**config.mk**
```make
export PLATFORM = sky130hd
export DESIGN_NAME = vdp_command_top
export DESIGN_NICKNAME = d
export VERILOG_FILES = /design/src/hw/vdp_cmd_pkg.sv /design/src/hw/vram_pkg.sv /design/src/hw/pixel_logic.sv /design/src/hw/cmd_regs.sv /design/src/hw/cmd_sequencer.sv /design/src/hw/vram_port.sv /design/src/hw/vdp_command_top.sv
export SDC_FILE = /design/constraint.sdc
export NUM_CORES = 1
export LEC_CHECK = 0
export BUFFER_PORTS_ARGS = -buffer_cell sky130_fd_sc_hd__buf_2
export CAP_MARGIN = 10
export CORE_MARGIN = 5
export CORE_UTILIZATION = 45
export DETAILED_ROUTE_END_ITERATION = 6
export GPL_ROUTABILITY_DRIVEN = 0
export PLACE_DENSITY = 0.72
export SLEW_MARGIN = 20
export SYNTH_ARGS = -nofsm -noshare
export SYNTH_HDL_FRONTEND = slang
export SYNTH_SLANG_ARGS = --single-unit
```
**constraint.sdc**
```tcl
create_clock -name clk -period 4.62 [get_ports clk]
set_input_delay 0.924 -clock clk [delete_from_list [all_inputs] [get_ports clk]]
set_output_delay 0.924 -clock clk [all_outputs]
set_load 0.01 [all_outputs]
```
**src/hw/vdp_cmd_pkg.sv**
```systemverilog
// VDP command engine definitions
`default_nettype none

package vdp_cmd_pkg;

  // Coordinate and count registers, 10 bits as on the V9938
  localparam int COORD_W = 10;
  // One pixel per byte
  localparam int COLOR_W = 8;

  // R46 writes start a command
  localparam logic [3:0] REG_CMR = 4'd14;

  // Upper nibble of R46
  typedef enum logic [3:0] {
    STOP  = 4'b0000,
    POINT = 4'b0100,
    PSET  = 4'b0101,
    LMMV  = 4'b1000,
    HMMV  = 4'b1100
  } cmd_code_t;

  // Lower three bits of R46
  typedef enum logic [2:0] {
    IMP = 3'b000,
    AND = 3'b001,
    OR  = 3'b010,
    EOR = 3'b011,
    NOT = 3'b100
  } logic_op_t;

  // CPU-visible command register set
  typedef struct packed {
    logic [COORD_W-1:0] sx;
    logic [COORD_W-1:0] sy;
    logic [COORD_W-1:0] dx;
    logic [COORD_W-1:0] dy;
    logic [COORD_W-1:0] nx;
    logic [COORD_W-1:0] ny;
    logic               dix;
    logic               diy;
    cmd_code_t          opcode;
    logic               transparent;
    logic_op_t          logop;
  } cmd_regs_t;

  typedef enum logic [3:0] {
    IDLE,
    CHK_LOOP,
    PRE_RD,
    WAIT_PRE_RD,
    WR,
    WAIT_WR,
    RD,
    WAIT_RD,
    EXEC_END
  } seq_state_t;

endpackage

`default_nettype wire

```
**src/hw/vram_pkg.sv**
```systemverilog
// VRAM access definitions
`default_nettype none

package vram_pkg;

  // 128 KiB byte-addressed VRAM
  localparam int VRAM_ADDR_W = 17;

  // One access toward VRAM, coordinates still unpacked
  typedef struct packed {
    logic [vdp_cmd_pkg::COORD_W-1:0] x;
    logic [vdp_cmd_pkg::COORD_W-1:0] y;
    // Ignored on reads
    logic [vdp_cmd_pkg::COLOR_W-1:0] wdata;
    logic                            write;
  } vram_req_t;

endpackage

`default_nettype wire

```
**src/hw/pixel_logic.sv**
```systemverilog
// Logical operation on one pixel
`default_nettype none

module pixel_logic import vdp_cmd_pkg::*; (
  input  logic_op_t          logop,
  input  logic               transparent,
  input  logic [COLOR_W-1:0] src,
  input  logic [COLOR_W-1:0] dst,
  output logic [COLOR_W-1:0] result
);

  always_comb begin
    // Colour 0 is see-through when TIMP and friends are selected
    if (transparent && src == '0) begin
      result = dst;
    end else begin
      case (logop)
        IMP:     result = src;
        AND:     result = src & dst;
        OR:      result = src | dst;
        EOR:     result = src ^ dst;
        NOT:     result = ~src;
        // Reserved codes keep the pixel
        default: result = dst;
      endcase
    end
  end

endmodule

`default_nettype wire

```
**src/hw/cmd_regs.sv**
```systemverilog
// Command register file
`default_nettype none

module cmd_regs import vdp_cmd_pkg::*; (
  input  logic               clk,
  input  logic               reset,
  input  logic               reg_wr_req,
  input  logic [3:0]         reg_num,
  input  logic [7:0]         reg_data,
  output logic               reg_wr_ack,
  output cmd_regs_t          regs,
  output logic               start,
  input  logic               clr_load,
  input  logic [COLOR_W-1:0] clr_value,
  output logic [COLOR_W-1:0] clr
);

  logic wr_pending;

  // Toggle pair, a write is waiting while the two differ
  assign wr_pending = reg_wr_req != reg_wr_ack;

  always_ff @(posedge clk or posedge reset) begin
    if (reset) begin
      reg_wr_ack <= 1'b0;
      regs       <= '0;
      start      <= 1'b0;
      clr        <= '0;
    end else begin
      start <= 1'b0;
      // POINT result, a CPU write in the same cycle wins below
      if (clr_load) begin
        clr <= clr_value;
      end
      if (wr_pending) begin
        reg_wr_ack <= ~reg_wr_ack;
        case (reg_num)
          // R32..R43, low byte then upper bits
          4'd0:  regs.sx[7:0]         <= reg_data;
          4'd1:  regs.sx[COORD_W-1:8] <= reg_data[COORD_W-9:0];
          4'd2:  regs.sy[7:0]         <= reg_data;
          4'd3:  regs.sy[COORD_W-1:8] <= reg_data[COORD_W-9:0];
          4'd4:  regs.dx[7:0]         <= reg_data;
          4'd5:  regs.dx[COORD_W-1:8] <= reg_data[COORD_W-9:0];
          4'd6:  regs.dy[7:0]         <= reg_data;
          4'd7:  regs.dy[COORD_W-1:8] <= reg_data[COORD_W-9:0];
          4'd8:  regs.nx[7:0]         <= reg_data;
          4'd9:  regs.nx[COORD_W-1:8] <= reg_data[COORD_W-9:0];
          4'd10: regs.ny[7:0]         <= reg_data;
          4'd11: regs.ny[COORD_W-1:8] <= reg_data[COORD_W-9:0];
          // R44 colour
          4'd12: clr <= reg_data;
          // R45 direction bits
          4'd13: begin
            regs.dix <= reg_data[2];
            regs.diy <= reg_data[3];
          end
          REG_CMR: begin
            regs.opcode      <= cmd_code_t'(reg_data[7:4]);
            regs.transparent <= reg_data[3];
            regs.logop       <= logic_op_t'(reg_data[2:0]);
            // Aborts whatever runs now
            start            <= 1'b1;
          end
          default: ;
        endcase
      end
    end
  end

  // CPU keeps its toggle still until the ack has answered it
  a_req_held: assert property (@(posedge clk) disable iff (reset)
    wr_pending |=> $stable(reg_wr_req))
    else $error("register write request toggled while one was pending");

endmodule

`default_nettype wire

```
**src/hw/cmd_sequencer.sv**
```systemverilog
// Command sequencer
`default_nettype none

module cmd_sequencer import vdp_cmd_pkg::*, vram_pkg::*; (
  input  logic               clk,
  input  logic               reset,
  input  cmd_regs_t          regs,
  input  logic               start,
  input  logic [COLOR_W-1:0] clr,
  output logic               issue,
  output vram_req_t          req,
  input  logic               done,
  input  logic [COLOR_W-1:0] rdata,
  input  logic [COLOR_W-1:0] blend,
  output logic               clr_load,
  output logic [COLOR_W-1:0] clr_value,
  output logic               ce
);

  seq_state_t         state;
  logic [COORD_W-1:0] dx_w;
  logic [COORD_W-1:0] dy_w;
  logic [COORD_W-1:0] nx_rem;
  logic [COORD_W-1:0] ny_rem;
  // First pass through CHK_LOOP after a start
  logic               init;
  // Access handed to the port and not yet done
  logic               busy;
  // Access in flight between an issue pulse and its done
  logic               in_flight;
  logic [COLOR_W-1:0] wr_data;
  logic [COORD_W-1:0] x_step;
  logic [COORD_W-1:0] y_step;
  logic               nx_end;
  logic               ny_end;

  // +1 or -1 per direction bit
  assign x_step = regs.dix ? '1 : COORD_W'(1);
  assign y_step = regs.diy ? '1 : COORD_W'(1);
  assign nx_end = nx_rem == '0;
  // One row or less left means the last row, so NY of zero gives one row
  assign ny_end = ny_rem <= COORD_W'(1);
  // Port holds read data until the next access
  assign clr_value = rdata;

  always_ff @(posedge clk or posedge reset) begin
    if (reset) begin
      state    <= IDLE;
      ce       <= 1'b0;
      issue    <= 1'b0;
      busy     <= 1'b0;
      init     <= 1'b0;
      clr_load <= 1'b0;
      dx_w     <= '0;
      dy_w     <= '0;
      nx_rem   <= '0;
      ny_rem   <= '0;
    end else begin
      issue    <= 1'b0;
      clr_load <= 1'b0;
      if (done) begin
        busy <= 1'b0;
      end
      if (start) begin
        // Fresh working copies while any old access drains through busy
        dx_w   <= regs.dx;
        dy_w   <= regs.dy;
        nx_rem <= regs.nx;
        ny_rem <= regs.ny;
        init   <= 1'b1;
        ce     <= 1'b1;
        state  <= CHK_LOOP;
      end else begin
        case (state)
          CHK_LOOP: begin
            init <= 1'b0;
            if (!init && nx_end && ny_end) begin
              state <= EXEC_END;
            end else begin
              case (regs.opcode)
                HMMV:       state <= WR;
                LMMV, PSET: state <= PRE_RD;
                POINT:      state <= RD;
                // STOP and unsupported codes
                default:    state <= EXEC_END;
              endcase
            end
            // End of a row returns X to DX and steps Y
            if (!init && nx_end) begin
              nx_rem <= regs.nx;
              dx_w   <= regs.dx;
              ny_rem <= ny_rem - COORD_W'(1);
              dy_w   <= dy_w + y_step;
            end
          end
          PRE_RD: begin
            if (!busy) begin
              issue <= 1'b1;
              busy  <= 1'b1;
              state <= WAIT_PRE_RD;
            end
          end
          WAIT_PRE_RD: begin
            if (done) begin
              state <= WR;
            end
          end
          WR: begin
            if (!busy) begin
              issue <= 1'b1;
              busy  <= 1'b1;
              state <= WAIT_WR;
            end
          end
          WAIT_WR: begin
            if (done) begin
              if (regs.opcode == PSET) begin
                state <= EXEC_END;
              end else begin
                dx_w   <= dx_w + x_step;
                nx_rem <= nx_rem - COORD_W'(1);
                state  <= CHK_LOOP;
              end
            end
          end
          RD: begin
            if (!busy) begin
              issue <= 1'b1;
              busy  <= 1'b1;
              state <= WAIT_RD;
            end
          end
          WAIT_RD: begin
            if (done) begin
              clr_load <= 1'b1;
              state    <= EXEC_END;
            end
          end
          EXEC_END: begin
            ce    <= 1'b0;
            state <= IDLE;
          end
          default: state <= IDLE;
        endcase
      end
    end
  end

  // Write data and request payload
  always_ff @(posedge clk) begin
    case (state)
      CHK_LOOP: wr_data <= clr;
      WAIT_PRE_RD: begin
        if (done) begin
          wr_data <= blend;
        end
      end
      default: ;
    endcase
    case (state)
      PRE_RD:  req <= '{x: dx_w, y: dy_w, wdata: wr_data, write: 1'b0};
      WR:      req <= '{x: dx_w, y: dy_w, wdata: wr_data, write: 1'b1};
      RD:      req <= '{x: regs.sx, y: regs.sy, wdata: wr_data, write: 1'b0};
      default: ;
    endcase
  end

  // Outstanding access seen only through the issue and done pulses
  always_ff @(posedge clk or posedge reset) begin
    if (reset) begin
      in_flight <= 1'b0;
    end else if (issue) begin
      in_flight <= 1'b1;
    end else if (done) begin
      in_flight <= 1'b0;
    end
  end

  // At most one access at the port even across an abort
  a_single_access: assert property (@(posedge clk) disable iff (reset)
    issue |-> !in_flight)
    else $error("access issued while another was outstanding");

endmodule

`default_nettype wire

```
**src/hw/vram_port.sv**
```systemverilog
// VRAM request port
`default_nettype none

module vram_port import vdp_cmd_pkg::*, vram_pkg::*; #(
  parameter int X_BITS = 8,
  parameter int Y_BITS = 9
) (
  input  logic                   clk,
  input  logic                   reset,
  input  logic                   issue,
  input  vram_req_t              req,
  output logic                   done,
  output logic [COLOR_W-1:0]     rdata,
  output logic                   vram_rd_req,
  output logic                   vram_wr_req,
  input  logic                   vram_rd_ack,
  input  logic                   vram_wr_ack,
  output logic [VRAM_ADDR_W-1:0] vram_addr,
  output logic [COLOR_W-1:0]     vram_wr_data,
  input  logic [COLOR_W-1:0]     vram_rd_data
);

  localparam int ADDR_W = X_BITS + Y_BITS;

  vram_req_t         req_q;
  logic              pending;
  logic              ack_match;
  logic [ADDR_W-1:0] addr;

  // Y picks the line, X the byte in it
  assign addr         = {req_q.y[Y_BITS-1:0], req_q.x[X_BITS-1:0]};
  assign vram_addr    = VRAM_ADDR_W'(addr);
  assign vram_wr_data = req_q.wdata;
  // Only the pair of the current access counts
  assign ack_match = req_q.write ? (vram_wr_req == vram_wr_ack)
                                 : (vram_rd_req == vram_rd_ack);

  always_ff @(posedge clk) begin
    if (issue) begin
      req_q <= req;
    end
    if (pending && ack_match && !req_q.write) begin
      rdata <= vram_rd_data;
    end
  end

  always_ff @(posedge clk or posedge reset) begin
    if (reset) begin
      vram_rd_req <= 1'b0;
      vram_wr_req <= 1'b0;
      pending     <= 1'b0;
      done        <= 1'b0;
    end else begin
      done <= 1'b0;
      if (issue) begin
        pending <= 1'b1;
        if (req.write) begin
          vram_wr_req <= ~vram_wr_req;
        end else begin
          vram_rd_req <= ~vram_rd_req;
        end
      end else if (pending && ack_match) begin
        pending <= 1'b0;
        done    <= 1'b1;
      end
    end
  end

  // VRAM may sample the address any time before it acknowledges
  a_addr_stable: assert property (@(posedge clk) disable iff (reset)
    pending |=> $stable(vram_addr))
    else $error("VRAM address changed during a pending access");

endmodule

`default_nettype wire

```
**src/hw/vdp_command_top.sv**
```systemverilog
// VDP command engine top level
`default_nettype none

module vdp_command_top import vdp_cmd_pkg::*, vram_pkg::*; #(
  parameter int X_BITS = 8,
  parameter int Y_BITS = 9
) (
  input  logic                   clk,
  input  logic                   reset,
  input  logic                   reg_wr_req,
  input  logic [3:0]             reg_num,
  input  logic [7:0]             reg_data,
  output logic                   reg_wr_ack,
  output logic                   vram_rd_req,
  input  logic                   vram_rd_ack,
  output logic                   vram_wr_req,
  input  logic                   vram_wr_ack,
  output logic [VRAM_ADDR_W-1:0] vram_addr,
  output logic [COLOR_W-1:0]     vram_wr_data,
  input  logic [COLOR_W-1:0]     vram_rd_data,
  output logic [COLOR_W-1:0]     clr,
  output logic                   ce
);

  cmd_regs_t          regs;
  logic               start;
  logic               clr_load;
  logic [COLOR_W-1:0] clr_value;
  logic               issue;
  vram_req_t          req;
  logic               done;
  logic [COLOR_W-1:0] rdata;
  logic [COLOR_W-1:0] blend;

  cmd_regs u_regs (
    .clk        (clk),
    .reset      (reset),
    .reg_wr_req (reg_wr_req),
    .reg_num    (reg_num),
    .reg_data   (reg_data),
    .reg_wr_ack (reg_wr_ack),
    .regs       (regs),
    .start      (start),
    .clr_load   (clr_load),
    .clr_value  (clr_value),
    .clr        (clr)
  );

  cmd_sequencer u_seq (
    .clk       (clk),
    .reset     (reset),
    .regs      (regs),
    .start     (start),
    .clr       (clr),
    .issue     (issue),
    .req       (req),
    .done      (done),
    .rdata     (rdata),
    .blend     (blend),
    .clr_load  (clr_load),
    .clr_value (clr_value),
    .ce        (ce)
  );

  // Source is the colour register, destination the pixel just read
  pixel_logic u_logic (
    .logop       (regs.logop),
    .transparent (regs.transparent),
    .src         (clr),
    .dst         (rdata),
    .result      (blend)
  );

  vram_port #(
    .X_BITS (X_BITS),
    .Y_BITS (Y_BITS)
  ) u_port (
    .clk          (clk),
    .reset        (reset),
    .issue        (issue),
    .req          (req),
    .done         (done),
    .rdata        (rdata),
    .vram_rd_req  (vram_rd_req),
    .vram_wr_req  (vram_wr_req),
    .vram_rd_ack  (vram_rd_ack),
    .vram_wr_ack  (vram_wr_ack),
    .vram_addr    (vram_addr),
    .vram_wr_data (vram_wr_data),
    .vram_rd_data (vram_rd_data)
  );

endmodule

`default_nettype wire

```
==> out/metrics.cfg <==
[yosys]
netlist_instances = 795
async_reset_ff_frac = 0.646
syn_area_per_cell_um2 = 11.7
ys.flop_type = dfrtp_1
yosysUniqueCellTypes = 66
ys_seq_area_frac = 0.554
synthesis.nets = 855
ys_warn_count = 0
synth_edf_count = 68
ys_seq_elements = 192
syn_area_mm2 = 0.00930

[power]
switching_share = 0.344
p_sw_w = 0.00214
clockPowerShare = 0.244
p_int_w = 0.00408
peakVddDrop_mv = 0.318
leakage_nw = 4.25
power.density_mw_per_mm2 = 605
seqPwrFrac = 0.453
comb_power_share = 0.304

[timing]
period_needed_ps = 2820
fin_worst_skew_ps = 12.3
tns_ps = 0
hold_viol = 0
setup_viol = 0
fmax_mhz = 355
relSlewSlack = 0.302
rsz0062_at_grt = no
timing.final.crit_share = 0.610
maxSlewViolCount = 0
fin_ws_ps = 1800
worst_slew_pin_slew_ps = 1050

[setup_path]
crit_path_start_kind = flop
r2r_slack_ps = 1800
path_class = flop to flop
critPathCaptureType = flop
arrival_ps = 3200
cp.required_ps = 5000
crit_path_max_fanout = 23

[run]
drv_cap = 0

[cts]
clk_root_buffer_cell = clkbuf_16
ctsHoldBuffers = 0
cts_buffer_depth = 2
clk_latency_ps = 440
cts_sinks = 192
h-tree-depth = 4
clkTransAtPathRegs_ps = 70
cts.repair.resized = 0
post_cts_buffers = 0
cts_inserted_buffers = 17
cts_tree = built

[floorplanning]
dieArea_mm2 = 0.0236
die_y_um = 154
die_x_um = 154
core-area_mm2 = 0.0203
pin_count = 62
core.rowCount = 52
start_util = 0.458

[detailed_routing]
vias = 5995
wl_per_cell_um = 17.0
drt_iter0_markers = 426
drc = 0
vias_per_cell = 5.42
dr.pass1.iters = 5
antenna_left = 0
drt_wl_total_um = 18800

[layout]
final_common_cell = dfrtp_1
antenna_cells = 0
fin_nets = 884
drive_gt1_frac = 0.225
layout_common_cells = dfrtp_1, nand2_1, mux2_2
area_growth_pct = 10.5

[global_routing]
grt_pass1_wl_um = 30400
grt-busiest-layer = met2
use_met2 = 0.255
grt_max_degree = 64
met1_usage = 0.225
grt_pass1_vias = 5783
gr-usage-met3 = 0.0357
grt.overflow.total = 0
gr-usage-all-layers = 0.162
antenna_found_initial = 0

[placement]
pre_cts_ws_ps = 1640
dpl.hpwl_um = 12500
numPortBuffers = 61

[outcome]
status = complete, no violations

[min_path]
hold_class = flop to flop

[power by group through the flow]
stage | registers [W] | logic (W) | clock network, W
after floorplan | 0.00274 | 0.00151 | 0
after global placement | 0.00282 | 0.00182 | 0
after detailed placement | 0.00284 | 0.00189 | 0
after CTS | 0.00281 | 0.00191 | 0.00155
after global routing | 0.00289 | 0.00212 | 0.00162
final | 0.00281 | 0.00189 | 0.00151
[registers in the layout, summed over array words and instances (netlist names), 4 cells and up]
register / cells
u_seq.dx_w: 8
u_regs.clr: 8
u_port.vram_addr: 17
u_seq.dy_w: 9
u_port.vram_wr_data: 8
u_port.rdata: 8
u_seq.nx_rem: 10
u_regs.regs: 64
u_seq.ny_rem: 10
u_seq.req: 26
u_seq.state: 4
u_seq.wr_data: 8
[routing by layer]
metal  part of all wire  wire length (um)  vias up
met5                  0                 0        -
met4              0.019               358        0
met3              0.048               909       31
met2               0.47              8870      150
met1               0.46              8670     2931
li1                   -                 -     2883
[cells in the mapped netlist, drive strengths merged (4+ instances only)]
cell type	instances	area, um2
a21o	4	30.0
a21oi	23	115
a22o	7	61.3
and3	4	25.0
buf	37	272
clkbuf	21	78.8
dfrtp	124	3100
edfxtp	68	2040
ha	33	413
inv	37	139
mux2	72	811
mux2i	19	190
nand2	82	308
nand2b	10	62.6
nand3	9	45.0
nor2	40	160
nor2b	10	62.6
nor3	16	90.1
nor3b	4	35.0
nor4	6	50.0
o21a	8	60.1
o21ai	74	382
o221ai	9	78.8
o22a	7	61.3
o31ai	4	30.0
or3	5	31.3
xnor2	13	114
xor2	11	96.3
[through the flow]
stage / area (um2) / utilization / cells / hold slack, ps / power (W)
after floorplan: 9300 / - / 795 / 400 / 0.00425
after global placement: 9660 / 0.476 / 1075 / 401 / 0.00464
after detailed placement: 9660 / 0.476 / 1075 / 405 / 0.00473
after CTS: 10300 / 0.506 / 1107 / 422 / 0.00626
after global routing: 10300 / 0.506 / 1107 / 426 / 0.00662
final: 10300 / 0.506 / 1107 / 421 / 0.00622
[logic make-up (layout without fill, tap and decap cells)]
family	after synthesis	in the layout	synth area share
AOI/OAI and AO/OA	158	158	0.108
buffers and inverters	95	137	0.0526
muxes	91	91	0.108
xor gates and xnor gates	24	24	0.0226
DFF	192	192	0.554
and+or+nand+nor	200	200	0.107
adders and majority gates	35	35	0.0487
[final timing paths]
check | from | to | depth (start not counted)
max | u_seq.state[0] | u_seq.dx_w[7] | 7
min | u_seq.req[16] | u_port.vram_addr[15] | 0
max reg2reg | u_seq.state[0] | u_seq.dx_w[7] | 7
min reg2reg | u_seq.req[16] | u_port.vram_addr[15] | 0
max in group asynchronous | reset | u_seq.init | 3
min in group asynchronous | reset | u_port.vram_wr_req | 2
[worst max-delay path: stages, from the launching register on]
cell and delay, ps:
dfrtp_1 580, or4b_4 580, o311ai_1 130, a21boi_2 810, buf_4 350, nand3_1 90
o21ai_1 90, or3b_1 120
[area by class of cell]
type,count,area [um2]
Clock buffer,19,433
Fill cell,1801,10000
Sequential cell,192,5140
Inverter,37,141
Timing Repair Buffer,68,370
Clock inverter,13,169
Multi-Input combinational cell,508,3670
Tap cell,270,338
(Power assumes the default switching activity.)
